### config.mk
export PLATFORM = sky130hd
export DESIGN_NAME = rs_exec_top
export DESIGN_NICKNAME = d
export VERILOG_FILES = /design/src/logic/rs_pkg.sv /design/src/logic/rs_if.sv /design/src/logic/issue_decode.sv /design/src/logic/reservation_station.sv /design/src/logic/exec_unit.sv /design/src/logic/rs_exec_top.sv
export VERILOG_INCLUDE_DIRS = /design/src /design/src/logic
export SDC_FILE = /design/constraint.sdc
export NUM_CORES = 2
export LEC_CHECK = 0
export ABC_AREA = 1
export BUFFER_PORTS_ARGS = -buffer_cell sky130_fd_sc_hd__buf_2
export CAP_MARGIN = 0
export CORE_ASPECT_RATIO = 0.9
export CORE_MARGIN = 2
export CORE_UTILIZATION = 45
export DETAILED_ROUTE_END_ITERATION = 7
export GPL_TIMING_DRIVEN = 1
export SYNTH_ARGS = -nofsm -noshare
export SYNTH_HDL_FRONTEND = slang
export SYNTH_HIERARCHICAL = 1
export SYNTH_SLANG_ARGS = --single-unit
### constraint.sdc
create_clock -name clk -period 3.8 [get_ports clk]
set_clock_uncertainty 0.2 [all_clocks]
set_input_delay 0.19 -clock clk [delete_from_list [all_inputs] [get_ports clk]]
set_output_delay 0.19 -clock clk [all_outputs]
set_load 0.1 [all_outputs]
### src/logic/rs_consts.svh
`ifndef RS_CONSTS_SVH
`define RS_CONSTS_SVH

// reservation station entries
`define RS_DEPTH 8

// reorder buffer entries, one tag each
`define ROB_DEPTH 16

// width of a reorder buffer tag
`define TAG_W 4

// data path width
`define XLEN 32

// free count has to reach RS_DEPTH itself
`define CNT_W 4

`endif

### src/logic/rs_pkg.sv
`default_nettype none

`include "rs_consts.svh"

package rs_pkg;

	// reorder buffer tag
	typedef logic [`TAG_W-1:0] rob_tag_t;
	// register value or immediate
	typedef logic [`XLEN-1:0] word_t;
	// number of free station entries
	typedef logic [`CNT_W-1:0] rs_count_t;

	// rv32i major opcodes handled by this slice
	typedef enum logic [6:0] {
		op_lui   = 7'b0110111,
		op_auipc = 7'b0010111,
		op_jal   = 7'b1101111,
		op_jalr  = 7'b1100111,
		op_br    = 7'b1100011,
		op_imm   = 7'b0010011,
		op_reg   = 7'b0110011
	} rv32_opcode_e;

	// funct3 slots 010 and 011 carry sra and sub, slt and sltu go to the comparator
	typedef enum logic [2:0] {
		alu_add = 3'b000,
		alu_sll = 3'b001,
		alu_sra = 3'b010,
		alu_sub = 3'b011,
		alu_xor = 3'b100,
		alu_srl = 3'b101,
		alu_or  = 3'b110,
		alu_and = 3'b111
	} alu_op_e;

	// same encoding as the branch funct3
	typedef enum logic [2:0] {
		cmp_beq  = 3'b000,
		cmp_bne  = 3'b001,
		cmp_blt  = 3'b100,
		cmp_bge  = 3'b101,
		cmp_bltu = 3'b110,
		cmp_bgeu = 3'b111
	} cmp_op_e;

	// true for front <= tag < flush_tag, counted around the rob ring
	// front equal to flush_tag gives an empty window, so everything is flushed
	function automatic logic tag_in_window(rob_tag_t tag, rob_tag_t front, rob_tag_t flush_tag);
		int dist_tag;
		int dist_flush;
		dist_tag = (int'(tag) + `ROB_DEPTH - int'(front)) % `ROB_DEPTH;
		dist_flush = (int'(flush_tag) + `ROB_DEPTH - int'(front)) % `ROB_DEPTH;
		return dist_tag < dist_flush;
	endfunction

endpackage

`default_nettype wire

### src/logic/rs_if.sv
`timescale 1ns/1ns
`default_nettype none

// one renamed instruction, ready to be written into a station entry
// a busy operand carries the tag it waits for in its low bits
interface rs_issue_if
	import rs_pkg::*;
();
	logic valid;
	rob_tag_t tag;
	alu_op_e alu_op;
	cmp_op_e cmp_op;
	logic use_cmp;
	word_t a;
	word_t b;
	logic a_busy;
	logic b_busy;

	modport src (output valid, tag, alu_op, cmp_op, use_cmp, a, b, a_busy, b_busy);
	modport dst (input valid, tag, alu_op, cmp_op, use_cmp, a, b, a_busy, b_busy);
endinterface

// operation leaving the station, execute unit takes one per cycle
interface rs_dispatch_if
	import rs_pkg::*;
();
	logic valid;
	rob_tag_t tag;
	alu_op_e alu_op;
	cmp_op_e cmp_op;
	logic use_cmp;
	word_t a;
	word_t b;

	modport src (output valid, tag, alu_op, cmp_op, use_cmp, a, b);
	modport dst (input valid, tag, alu_op, cmp_op, use_cmp, a, b);
endinterface

`default_nettype wire

### src/logic/issue_decode.sv
`timescale 1ns/1ns
`default_nettype none

`include "rs_consts.svh"

module issue_decode
	import rs_pkg::*;
(
	input logic issue_valid,
	input rob_tag_t tag,
	input rv32_opcode_e opcode,
	input logic [2:0] funct3,
	input logic funct7_5,
	input word_t pc,
	input word_t imm,
	input word_t rs1_val,
	input word_t rs2_val,
	input logic rs1_busy,
	input logic rs2_busy,
	input logic result_valid,
	input logic rob_valid,
	input rob_tag_t result_tag,
	input rob_tag_t rob_tag,
	input word_t result_value,
	input word_t rob_value,
	rs_issue_if.src issue
);
	// operands before the bypass
	word_t a_raw;
	word_t b_raw;
	logic a_busy_raw;
	logic b_busy_raw;

	always_comb begin
		// register-register form unless the opcode says otherwise
		a_raw = rs1_val;
		b_raw = rs2_val;
		a_busy_raw = rs1_busy;
		b_busy_raw = rs2_busy;
		issue.alu_op = alu_add;
		issue.cmp_op = cmp_beq;
		issue.use_cmp = 1'b0;
		case (opcode)
			op_lui: begin
				// imm + 0
				a_raw = imm;
				b_raw = '0;
				a_busy_raw = 1'b0;
				b_busy_raw = 1'b0;
			end
			op_auipc, op_jal: begin
				a_raw = pc;
				b_raw = imm;
				a_busy_raw = 1'b0;
				b_busy_raw = 1'b0;
			end
			op_jalr: begin
				b_raw = imm;
				b_busy_raw = 1'b0;
			end
			op_br: begin
				issue.use_cmp = 1'b1;
				issue.cmp_op = cmp_op_e'(funct3);
			end
			op_imm, op_reg: begin
				if (opcode == op_imm) begin
					b_raw = imm;
					b_busy_raw = 1'b0;
				end
				case (funct3)
					// sub only exists in the register form
					3'b000: issue.alu_op = (opcode == op_reg && funct7_5) ? alu_sub : alu_add;
					3'b001: issue.alu_op = alu_sll;
					3'b010: begin
						issue.use_cmp = 1'b1;
						issue.cmp_op = cmp_blt;
					end
					3'b011: begin
						issue.use_cmp = 1'b1;
						issue.cmp_op = cmp_bltu;
					end
					3'b100: issue.alu_op = alu_xor;
					3'b101: issue.alu_op = funct7_5 ? alu_sra : alu_srl;
					3'b110: issue.alu_op = alu_or;
					default: issue.alu_op = alu_and;
				endcase
			end
			default: begin
				a_busy_raw = 1'b0;
				b_busy_raw = 1'b0;
			end
		endcase
	end

	// a tag broadcast this cycle would be missed by the station, take it here
	always_comb begin
		issue.a = a_raw;
		issue.a_busy = a_busy_raw;
		issue.b = b_raw;
		issue.b_busy = b_busy_raw;
		if (a_busy_raw && result_valid && result_tag == a_raw[`TAG_W-1:0]) begin
			issue.a = result_value;
			issue.a_busy = 1'b0;
		end else if (a_busy_raw && rob_valid && rob_tag == a_raw[`TAG_W-1:0]) begin
			issue.a = rob_value;
			issue.a_busy = 1'b0;
		end
		if (b_busy_raw && result_valid && result_tag == b_raw[`TAG_W-1:0]) begin
			issue.b = result_value;
			issue.b_busy = 1'b0;
		end else if (b_busy_raw && rob_valid && rob_tag == b_raw[`TAG_W-1:0]) begin
			issue.b = rob_value;
			issue.b_busy = 1'b0;
		end
	end

	assign issue.valid = issue_valid;
	assign issue.tag = tag;

endmodule

`default_nettype wire

### src/logic/reservation_station.sv
`timescale 1ns/1ns
`default_nettype none

`include "rs_consts.svh"

module reservation_station
	import rs_pkg::*;
(
	input logic clk,
	input logic rst,
	rs_issue_if.dst issue,
	rs_dispatch_if.src disp,
	input logic result_valid,
	input logic rob_valid,
	input rob_tag_t result_tag,
	input rob_tag_t rob_tag,
	input word_t result_value,
	input word_t rob_value,
	input logic flush_valid,
	input rob_tag_t flush_front,
	input rob_tag_t flush_tag,
	output logic issue_ready,
	output rs_count_t free_count
);
	localparam int IDX_W = $clog2(`RS_DEPTH);

	// entry storage
	logic [`RS_DEPTH-1:0] valid_q;
	rob_tag_t tag_q [`RS_DEPTH];
	alu_op_e alu_op_q [`RS_DEPTH];
	cmp_op_e cmp_op_q [`RS_DEPTH];
	logic [`RS_DEPTH-1:0] use_cmp_q;
	word_t a_q [`RS_DEPTH];
	word_t b_q [`RS_DEPTH];
	logic [`RS_DEPTH-1:0] a_busy_q;
	logic [`RS_DEPTH-1:0] b_busy_q;

	logic [`RS_DEPTH-1:0] ready;
	logic [IDX_W-1:0] free_idx;
	logic [IDX_W-1:0] sel_idx;
	logic have_free;
	logic any_ready;
	logic issue_fire;
	logic sel_keep;

	// walk down so the lowest index wins both searches
	always_comb begin
		free_idx = '0;
		sel_idx = '0;
		have_free = 1'b0;
		any_ready = 1'b0;
		free_count = '0;
		for (int i = `RS_DEPTH - 1; i >= 0; i--) begin
			ready[i] = valid_q[i] && !a_busy_q[i] && !b_busy_q[i];
			if (!valid_q[i]) begin
				free_idx = IDX_W'(i);
				have_free = 1'b1;
				free_count = free_count + rs_count_t'(1);
			end
			if (ready[i]) begin
				sel_idx = IDX_W'(i);
				any_ready = 1'b1;
			end
		end
	end

	// no issue in a flush cycle
	assign issue_ready = have_free && !flush_valid;
	assign issue_fire = issue.valid && issue_ready;

	// the selected entry is dropped if the flush removes it
	assign sel_keep = !flush_valid || tag_in_window(tag_q[sel_idx], flush_front, flush_tag);

	// entry valid flags and the dispatch valid
	always_ff @(posedge clk) begin
		if (rst) begin
			valid_q <= '0;
			disp.valid <= 1'b0;
		end else begin
			for (int i = 0; i < `RS_DEPTH; i++) begin
				if (flush_valid && !tag_in_window(tag_q[i], flush_front, flush_tag)) begin
					valid_q[i] <= 1'b0;
				end else if (any_ready && sel_idx == IDX_W'(i)) begin
					// freed as soon as it leaves
					valid_q[i] <= 1'b0;
				end else if (issue_fire && free_idx == IDX_W'(i)) begin
					valid_q[i] <= 1'b1;
				end
			end
			disp.valid <= any_ready && sel_keep;
		end
	end

	// dispatch register, one cycle between selection and the execute unit
	always_ff @(posedge clk) begin
		if (any_ready) begin
			disp.tag <= tag_q[sel_idx];
			disp.alu_op <= alu_op_q[sel_idx];
			disp.cmp_op <= cmp_op_q[sel_idx];
			disp.use_cmp <= use_cmp_q[sel_idx];
			disp.a <= a_q[sel_idx];
			disp.b <= b_q[sel_idx];
		end
	end

	// entry write and operand wakeup
	always_ff @(posedge clk) begin
		for (int i = 0; i < `RS_DEPTH; i++) begin
			if (issue_fire && free_idx == IDX_W'(i)) begin
				tag_q[i] <= issue.tag;
				alu_op_q[i] <= issue.alu_op;
				cmp_op_q[i] <= issue.cmp_op;
				use_cmp_q[i] <= issue.use_cmp;
				a_q[i] <= issue.a;
				b_q[i] <= issue.b;
				a_busy_q[i] <= issue.a_busy;
				b_busy_q[i] <= issue.b_busy;
			end else begin
				// own result bus first, rob forward otherwise
				if (a_busy_q[i] && result_valid && result_tag == a_q[i][`TAG_W-1:0]) begin
					a_q[i] <= result_value;
					a_busy_q[i] <= 1'b0;
				end else if (a_busy_q[i] && rob_valid && rob_tag == a_q[i][`TAG_W-1:0]) begin
					a_q[i] <= rob_value;
					a_busy_q[i] <= 1'b0;
				end
				if (b_busy_q[i] && result_valid && result_tag == b_q[i][`TAG_W-1:0]) begin
					b_q[i] <= result_value;
					b_busy_q[i] <= 1'b0;
				end else if (b_busy_q[i] && rob_valid && rob_tag == b_q[i][`TAG_W-1:0]) begin
					b_q[i] <= rob_value;
					b_busy_q[i] <= 1'b0;
				end
			end
		end
	end

endmodule

`default_nettype wire

### src/logic/exec_unit.sv
`timescale 1ns/1ns
`default_nettype none

`include "rs_consts.svh"

module exec_unit
	import rs_pkg::*;
(
	input logic clk,
	input logic rst,
	rs_dispatch_if.dst disp,
	input logic flush_valid,
	input rob_tag_t flush_front,
	input rob_tag_t flush_tag,
	output logic result_valid,
	output rob_tag_t result_tag,
	output word_t result_value
);
	localparam int SHAMT_W = $clog2(`XLEN);

	// stage one, registered operation
	logic s1_valid;
	rob_tag_t s1_tag;
	alu_op_e s1_alu_op;
	cmp_op_e s1_cmp_op;
	logic s1_use_cmp;
	word_t s1_a;
	word_t s1_b;

	word_t alu_res;
	logic cmp_res;

	always_ff @(posedge clk) begin
		if (rst) begin
			s1_valid <= 1'b0;
			result_valid <= 1'b0;
		end else begin
			// flush squashes whatever sits outside the window
			s1_valid <= disp.valid &&
				(!flush_valid || tag_in_window(disp.tag, flush_front, flush_tag));
			result_valid <= s1_valid &&
				(!flush_valid || tag_in_window(s1_tag, flush_front, flush_tag));
		end
	end

	always_ff @(posedge clk) begin
		s1_tag <= disp.tag;
		s1_alu_op <= disp.alu_op;
		s1_cmp_op <= disp.cmp_op;
		s1_use_cmp <= disp.use_cmp;
		s1_a <= disp.a;
		s1_b <= disp.b;
		// stage two, result straight onto the bus
		result_tag <= s1_tag;
		result_value <= s1_use_cmp ? word_t'(cmp_res) : alu_res;
	end

	always_comb begin
		case (s1_alu_op)
			alu_add: alu_res = s1_a + s1_b;
			alu_sll: alu_res = s1_a << s1_b[SHAMT_W-1:0];
			alu_sra: alu_res = word_t'($signed(s1_a) >>> s1_b[SHAMT_W-1:0]);
			alu_sub: alu_res = s1_a - s1_b;
			alu_xor: alu_res = s1_a ^ s1_b;
			alu_srl: alu_res = s1_a >> s1_b[SHAMT_W-1:0];
			alu_or: alu_res = s1_a | s1_b;
			default: alu_res = s1_a & s1_b;
		endcase
	end

	// slt and sltu arrive here as blt and bltu
	always_comb begin
		case (s1_cmp_op)
			cmp_beq: cmp_res = s1_a == s1_b;
			cmp_bne: cmp_res = s1_a != s1_b;
			cmp_blt: cmp_res = $signed(s1_a) < $signed(s1_b);
			cmp_bge: cmp_res = $signed(s1_a) >= $signed(s1_b);
			cmp_bltu: cmp_res = s1_a < s1_b;
			cmp_bgeu: cmp_res = s1_a >= s1_b;
			default: cmp_res = 1'b0;
		endcase
	end

endmodule

`default_nettype wire

### src/logic/rs_exec_top.sv
`timescale 1ns/1ns
`default_nettype none

module rs_exec_top
	import rs_pkg::*;
(
	input logic clk,
	input logic rst,
	// renamed instruction from the rob
	input logic issue_valid,
	input rob_tag_t tag,
	input rv32_opcode_e opcode,
	input logic [2:0] funct3,
	input logic funct7_5,
	input word_t pc,
	input word_t imm,
	input word_t rs1_val,
	input word_t rs2_val,
	input logic rs1_busy,
	input logic rs2_busy,
	// rob forwarding bus
	input logic rob_valid,
	input rob_tag_t rob_tag,
	input word_t rob_value,
	input logic flush_valid,
	input rob_tag_t flush_front,
	input rob_tag_t flush_tag,
	output logic issue_ready,
	output rs_count_t free_count,
	output logic result_valid,
	output rob_tag_t result_tag,
	output word_t result_value
);
	rs_issue_if issue_bus ();
	rs_dispatch_if disp_bus ();

	issue_decode issue_decode_i (
		.issue_valid(issue_valid),
		.tag(tag),
		.opcode(opcode),
		.funct3(funct3),
		.funct7_5(funct7_5),
		.pc(pc),
		.imm(imm),
		.rs1_val(rs1_val),
		.rs2_val(rs2_val),
		.rs1_busy(rs1_busy),
		.rs2_busy(rs2_busy),
		.result_valid(result_valid),
		.rob_valid(rob_valid),
		.result_tag(result_tag),
		.rob_tag(rob_tag),
		.result_value(result_value),
		.rob_value(rob_value),
		.issue(issue_bus)
	);

	reservation_station reservation_station_i (
		.clk(clk),
		.rst(rst),
		.issue(issue_bus),
		.disp(disp_bus),
		.result_valid(result_valid),
		.rob_valid(rob_valid),
		.result_tag(result_tag),
		.rob_tag(rob_tag),
		.result_value(result_value),
		.rob_value(rob_value),
		.flush_valid(flush_valid),
		.flush_front(flush_front),
		.flush_tag(flush_tag),
		.issue_ready(issue_ready),
		.free_count(free_count)
	);

	// results loop back to the station and the decoder bypass
	exec_unit exec_unit_i (
		.clk(clk),
		.rst(rst),
		.disp(disp_bus),
		.flush_valid(flush_valid),
		.flush_front(flush_front),
		.flush_tag(flush_tag),
		.result_valid(result_valid),
		.result_tag(result_tag),
		.result_value(result_value)
	);

endmodule

`default_nettype wire

# Yosys cells after proc, flatten, opt, wreduce, memory -nomap -nowiden
# Memories as Yosys holds them, arrays and structs flattened. A register that Yosys moved wholly into a read port is not among the register bits.
# Cells that the tools add are included.
# totals
regBits,151
ramBits,592
input_bits,194
output_inout_bits,42
wordCells,777
n_memories,5
# memory_table
name,depth,width,rd,rd_clocked_by_memory_dff,wr,line,source
reservation_station_i.a_q,8,32,9,1,8,reservation_station.sv:33,word_t a_q [`RS_DEPTH];
reservation_station_i.b_q,8,32,9,1,8,reservation_station.sv:34,word_t b_q [`RS_DEPTH];
reservation_station_i.tag_q,8,4,9,0,1,reservation_station.sv:29,rob_tag_t tag_q [`RS_DEPTH];
reservation_station_i.alu_op_q,8,3,1,1,1,reservation_station.sv:30,alu_op_e alu_op_q [`RS_DEPTH];
reservation_station_i.cmp_op_q,8,3,1,1,1,reservation_station.sv:31,cmp_op_e cmp_op_q [`RS_DEPTH];
# classes
n_addsub,33
n_lt_le_gt_ge,16
eq_ne,76
shift,3
muxes,338
bitwise_logic,47
n_reduce_logical,213
# ops
op,count
two-way mux 32 bit,37
subtractor 32 x 5 -> 32 bit,12
case mux 32 bit (7 select lines),1
two-way mux 1 bit,223
two-way mux 3 bit,53
== test 4 bit,36
logical AND 1 bit,118
case mux 32 bit (3 select lines),1
OR reduction 4 bit,20
adder 4 x 5 -> 6 bit (second input constant),12
OR reduction 3 bit,23
greater-or-equal comparator 32 bit,2
< comparator 32 bit,2
case mux 32 bit (2 select lines),1
two-way mux 4 bit,14
< comparator 5 bit,11
== test 3 bit (second input constant),18
nonzero test 3 bit,16
adder 32 bit,1
bitwise AND 32 bit,1
== test 32 bit,1
!= test 32 bit,1
bitwise OR 1 bit,32
bitwise OR 32 bit,1
other kinds (24),89

# Longest topological paths before layout
# depth
ltp_word,21
ltp_mapped,27
mapped_depth_nobuf,26

# By module
# The synthesis kept the hierarchy.
# by_module_without_submodules
module,n_inst,cells_each,area_per_inst_um2,seq_area_each_um2
reservation_station,1,4769,40870.4,20930.1
exec_unit,1,2055,12270.5,2262.2
issue_decode,1,676,3291.9,0.0

# Worst setup path before layout
# No wires, ideal clock.
# synth_timing
path_type,register -> output
startpoint,register reservation_station_i.valid_q[6]
endpoint,output free_count[2]
arrival_ps,4842
required_ps,3410
setup_slack_ps,-1432
path_stages_with_launch,23
path_buffers,0
cell_sequence,dfxtp_1 > inv_1 > ha_1 > inv_1 > nand2_1 > nand2_1 > inv_1 > ha_1 > inv_1 > o21ai_0 > ha_1 > or2_2 > nand2_1 > inv_1 > ha_1 > nand2_1 > nand2_1 > ha_1 > nor2_1 > a31oi_1 > ha_1 > nand2_1 > xnor2_1
# synth_between
elab_chain_cells,13
# synth_lines
item,line,source
from (decl),reservation_station.sv:28,logic [`RS_DEPTH-1:0] valid_q;
from (signal assigned),reservation_station.sv:77,valid_q <= '0;
"from (signal, indexed assignment)",reservation_station.sv:82,valid_q[i] <= 1'b0;
"from (signal, indexed assignment)",reservation_station.sv:85,valid_q[i] <= 1'b0;
two-way mux 4 bit (*),reservation_station.sv:55,if (!valid_q[i]) begin
adder 4 x 1 -> 4 bit,reservation_station.sv:58,free_count = free_count + rs_count_t'(1);
two-way mux 4 bit (*),reservation_station.sv:55,
adder 4 x 1 -> 4 bit,reservation_station.sv:58,
two-way mux 4 bit (*),reservation_station.sv:55,
adder 4 x 1 -> 4 bit,reservation_station.sv:58,
two-way mux 4 bit (*),reservation_station.sv:55,
adder 4 x 1 -> 4 bit,reservation_station.sv:58,
two-way mux 4 bit (*),reservation_station.sv:55,
adder 4 x 1 -> 4 bit,reservation_station.sv:58,
two-way mux 4 bit (*),reservation_station.sv:55,
adder 4 x 1 -> 4 bit,reservation_station.sv:58,
two-way mux 4 bit (*),reservation_station.sv:55,
to (decl),rs_exec_top.sv:29,"output rs_count_t free_count,"
# Every way passes the cells marked *; elsewhere a longest branch is shown, timed or not.

# Worst setup path after layout
# layout_timing
startpoint,register reservation_station_i.valid_q[6]
endpoint,output free_count[3]
# Same word-level chain as after synthesis.

==> summary.txt <==
Clock network
  • CTS root buffer: clkbuf_16
  • H-tree levels: 3
  • Clock slew at reported path FFs: 0.06 ns
  • Clk buf depth: 3
  • CTS tree: done
  • Num CTS Buffers: 93
  • Clock latency on the worst-skew pair: 0.73 ns
  • Clock sink total: 813

Setup path
  • Worst Setup End Kind: output port
  • Worst EP arrival: 4.07 ns
  • Worst path required time: 3.41 ns
  • Slowest cell delay on critical path: 0.35 ns
  • CP Launch Type: flop
  • Critical Path Fanout Max: 3
  • Critical path type: reg2out
  • Worst path bufs/invs: 7
  • Crit path max-delay family: adder cells
  • Crit path max-delay cell type: dfxtp_2

STA
  • Crit path time final: 4.46 ns
  • Unrepaired setup endpoints after global routing: yes
  • Tcrit/Tclk final: 117%
  • Final Hold Vio Count: 0
  • Final setup margin: -0.664 ns
  • Max-slew violations: 0
  • Min Hold Slack: 0.0450 ns
  • Setup TNS: -1.93 ns
  • Relative slew slack: 21.2%
  • Fmax: 224 MHz
  • Final setup fails: 3
  • Worst-margin pin slew: 1.18 ns

GRT
  • Largest net degree at the start of global routing: 135
  • Antenna violations before repair: 15
  • Vias in the first global route: 54500
  • Total GRT Usage: 40.9%
  • Overflow after GRT: 0
  • First-pass GRT wire length: 382000 um

Die
  • Die area: 128000 um^2
  • Ports: 236
  • Chip Width: 377 um
  • Row cnt: 123
  • Die H: 340 um
  • Initial Util: 45.3%
  • CORE AREA: 125000 um^2

Route
  • Iteration-0 DRC count of the detailed router: 8444
  • DRT Pass-1 Iters: 8
  • Total wire length: 269000 um
  • DRC: 0
  • Vias: 59100
  • Wire per inst: 28.4 um
  • ANT nets after route: 0
  • Vias per cell: 6.24

Flow run
  • Max-Cap Viols: 0

Yosys
  • Syn_nets: 7886
  • Synth unique cells: 69
  • Top cells by area, synth: edfxtp_1 37%, nand2_1 14%, o21ai_0 4.8%, dfxtp_1 4.3%, inv_1 4.1%
  • Async S/R FF share, synth: 0%
  • Synth Flop Type: edfxtp_1
  • Yosys top cell by area: edfxtp_1
  • Synthesized area: 56400 um^2
  • Number of synthesized register bits: 813
  • Synth warn: 6
  • Cells after Synth: 7500
  • Synth top area share: 36.8%
  • Avg Cell Area, Syn: 7.52 um^2
  • Number of synthesized flops with an enable pin: 691
  • Seq/Total Area, Yosys: 41.1%

Final layout
  • Layout cells sized above 1: 13.0%
  • Synth-to-layout area growth: 15.1%
  • Design area: 65000 um^2
  • Final cell count without fillers: 9474
  • Nets: 8151
  • Fillers: 12000
  • Final core utilization: 52.1%
  • Sequential cell area: 23200 um^2
  • Area of the multi-input gates: 28400 um^2

Placed design
  • Post-Place Cell Area: 60800 um^2
  • Post-Place Cells: 9207
  • Dpl hpwl: 187000 um
  • Placer Congestion: 1.05
  • PortBufs: 235

Status
  • Failing checks: setup timing
  • Status: finished, violations left

Power
  • VDD IR max: 0.358 mV
  • PwrDens: 356 nW/um^2
  • Leakage: 27.6 nW

Worst hold path
  • Hold Path Class: in2reg
-- repair_timing --
item | 4_1_cts | 5_1_grt
gates resized for setup | 12 | 44
setup endpoints to repair | 3 | 7
setup buffers | 8 | 8
pin swaps | 11 | 27
hold endpoints to repair | 520 | 0
hold buffers | 73 | 0
-- sequential cells by signal, indices dropped and copies added, names as in the netlist, 32 cells and up --
signal	cells
exec_unit_i/result_value	32
exec_unit_i/s1_a	32
exec_unit_i/s1_b	32
reservation_station_i/a_q	256
reservation_station_i/b_q	256
reservation_station_i/disp.a	32
reservation_station_i/disp.b	32
reservation_station_i/tag_q	32
-- metal layers --
metal  GRT usage [%]  vias to the layer above  routed length [um]
met5               0                        -                 114
met4            21.4                       18               16500
met3            12.2                      927               36200
met2            59.2                     4271              111000
met1            55.0                    27700              106000
li1                -                    26200                   -
-- area by class of cell --
| class | count | area share [%] |
|---|---|---|
| Clock buffer | 131 | 4.09 |
| Timing Repair Buffer | 691 | 8.68 |
| Tap cell | 1625 | 3.13 |
| Sequential cell | 813 | 35.7 |
| Multi-Input combinational cell | 5488 | 43.7 |
| Clock inverter | 44 | 0.751 |
| Antenna cell | 4 | 0.0154 |
| Inverter | 678 | 3.93 |
-- cells in the mapped netlist (24+ instances only) --
master	number
nor2_1	551
inv_2	52
o211ai_1	279
a21oi_1	448
nor2_2	28
nand2_1	2166
clkbuf_1	184
a32oi_1	29
o22ai_1	60
buf_4	63
buf_2	220
a31oi_1	202
edfxtp_1	691
inv_1	623
nand3_1	385
a22o_1	29
xor2_1	36
nand2_2	24
nor3_1	36
dfxtp_1	122
o21ai_1	151
nand4_1	95
buf_6	34
ha_1	177
o21ai_0	544
-- layout by cell type, fill, tap and decap left out, types with 29 or more instances in the layout --
cell type,Yosys,layout
xor2_1,36,36
nor3_1,36,36
dfxtp_1,122,115
o21ai_1,151,154
nand2_2,24,62
clkbuf_16,0,97
a21oi_1,448,445
edfxtp_1,691,691
dlygate4sd3_1,0,73
inv_2,52,59
nor2_2,28,30
buf_4,63,316
nand4_1,95,95
nand3_1,385,382
buf_2,220,232
nand2_1,2166,2117
o21ai_0,544,540
o22ai_1,60,60
o211ai_1,279,279
a32oi_1,29,29
nor2_1,551,542
buf_12,0,67
ha_1,177,171
a22o_1,29,29
a31oi_1,202,202
inv_1,623,610
-- power by group --
| part | internal, mW | switching (mW) | total [mW] |
|---|---|---|---|
| Combinational | 1.12 | 2.37 | 3.50 |
| Sequential | 9.91 | 0.252 | 10.2 |
| Clock | 5.39 | 4.06 | 9.45 |
| Total | 16.4 | 6.69 | 23.1 |
-- kinds of logic (layout without fill, tap and decap cells) --
family | Yosys count | after routing | share of synthesized area (%)
mux | 9 | 9 | 0.160
fa+ha+maj | 192 | 192 | 4.46
compound gates | 1843 | 1843 | 19.1
other cells | 0 | 4 | 0
simple gates | 3386 | 3386 | 24.9
buf+inv | 1199 | 1544 | 9.34
flops | 813 | 813 | 41.1
xor+xnor | 58 | 58 | 0.900
-- path summary, 6_finish.rpt --
path / start / end / slack [ns] / cells after the start
max: reservation_station_i/valid_q[6] / free_count[3] / -0.66 / 25
min: imm[20] / reservation_station_i/b_q[0][20] / 0.04 / 7
max reg2reg: reservation_station_i/b_busy_q[4] / reservation_station_i/disp.b[5] / 0.15 / 13
min reg2reg: reservation_station_i/disp.b[12] / exec_unit_i/s1_b[12] / 0.14 / 0
-- through the flow --
step	setup WS (ns)	power, mW
after floorplan	-0.185	12.3
after global placement	-0.133	13.6
after detailed placement	-0.0610	13.6
after CTS	-0.711	23.0
after global routing	-0.809	23.7
final	-0.664	23.1
-- worst reg2reg max path, stage by stage, from the launching register on --
cell,delay [ns]
edfxtp_1,0.41
inv_2,0.14
nand3_1,0.11
nand2_1,0.10
inv_1,0.05
nand2_2,0.09
a21oi_4,0.07
buf_4,0.15
nor2_4,0.17
buf_4,0.70
buf_4,0.78
nand2_1,0.13
nand4_1,0.15
and2_1,0.19
No activity file was read; power rests on OpenSTA's default activity.
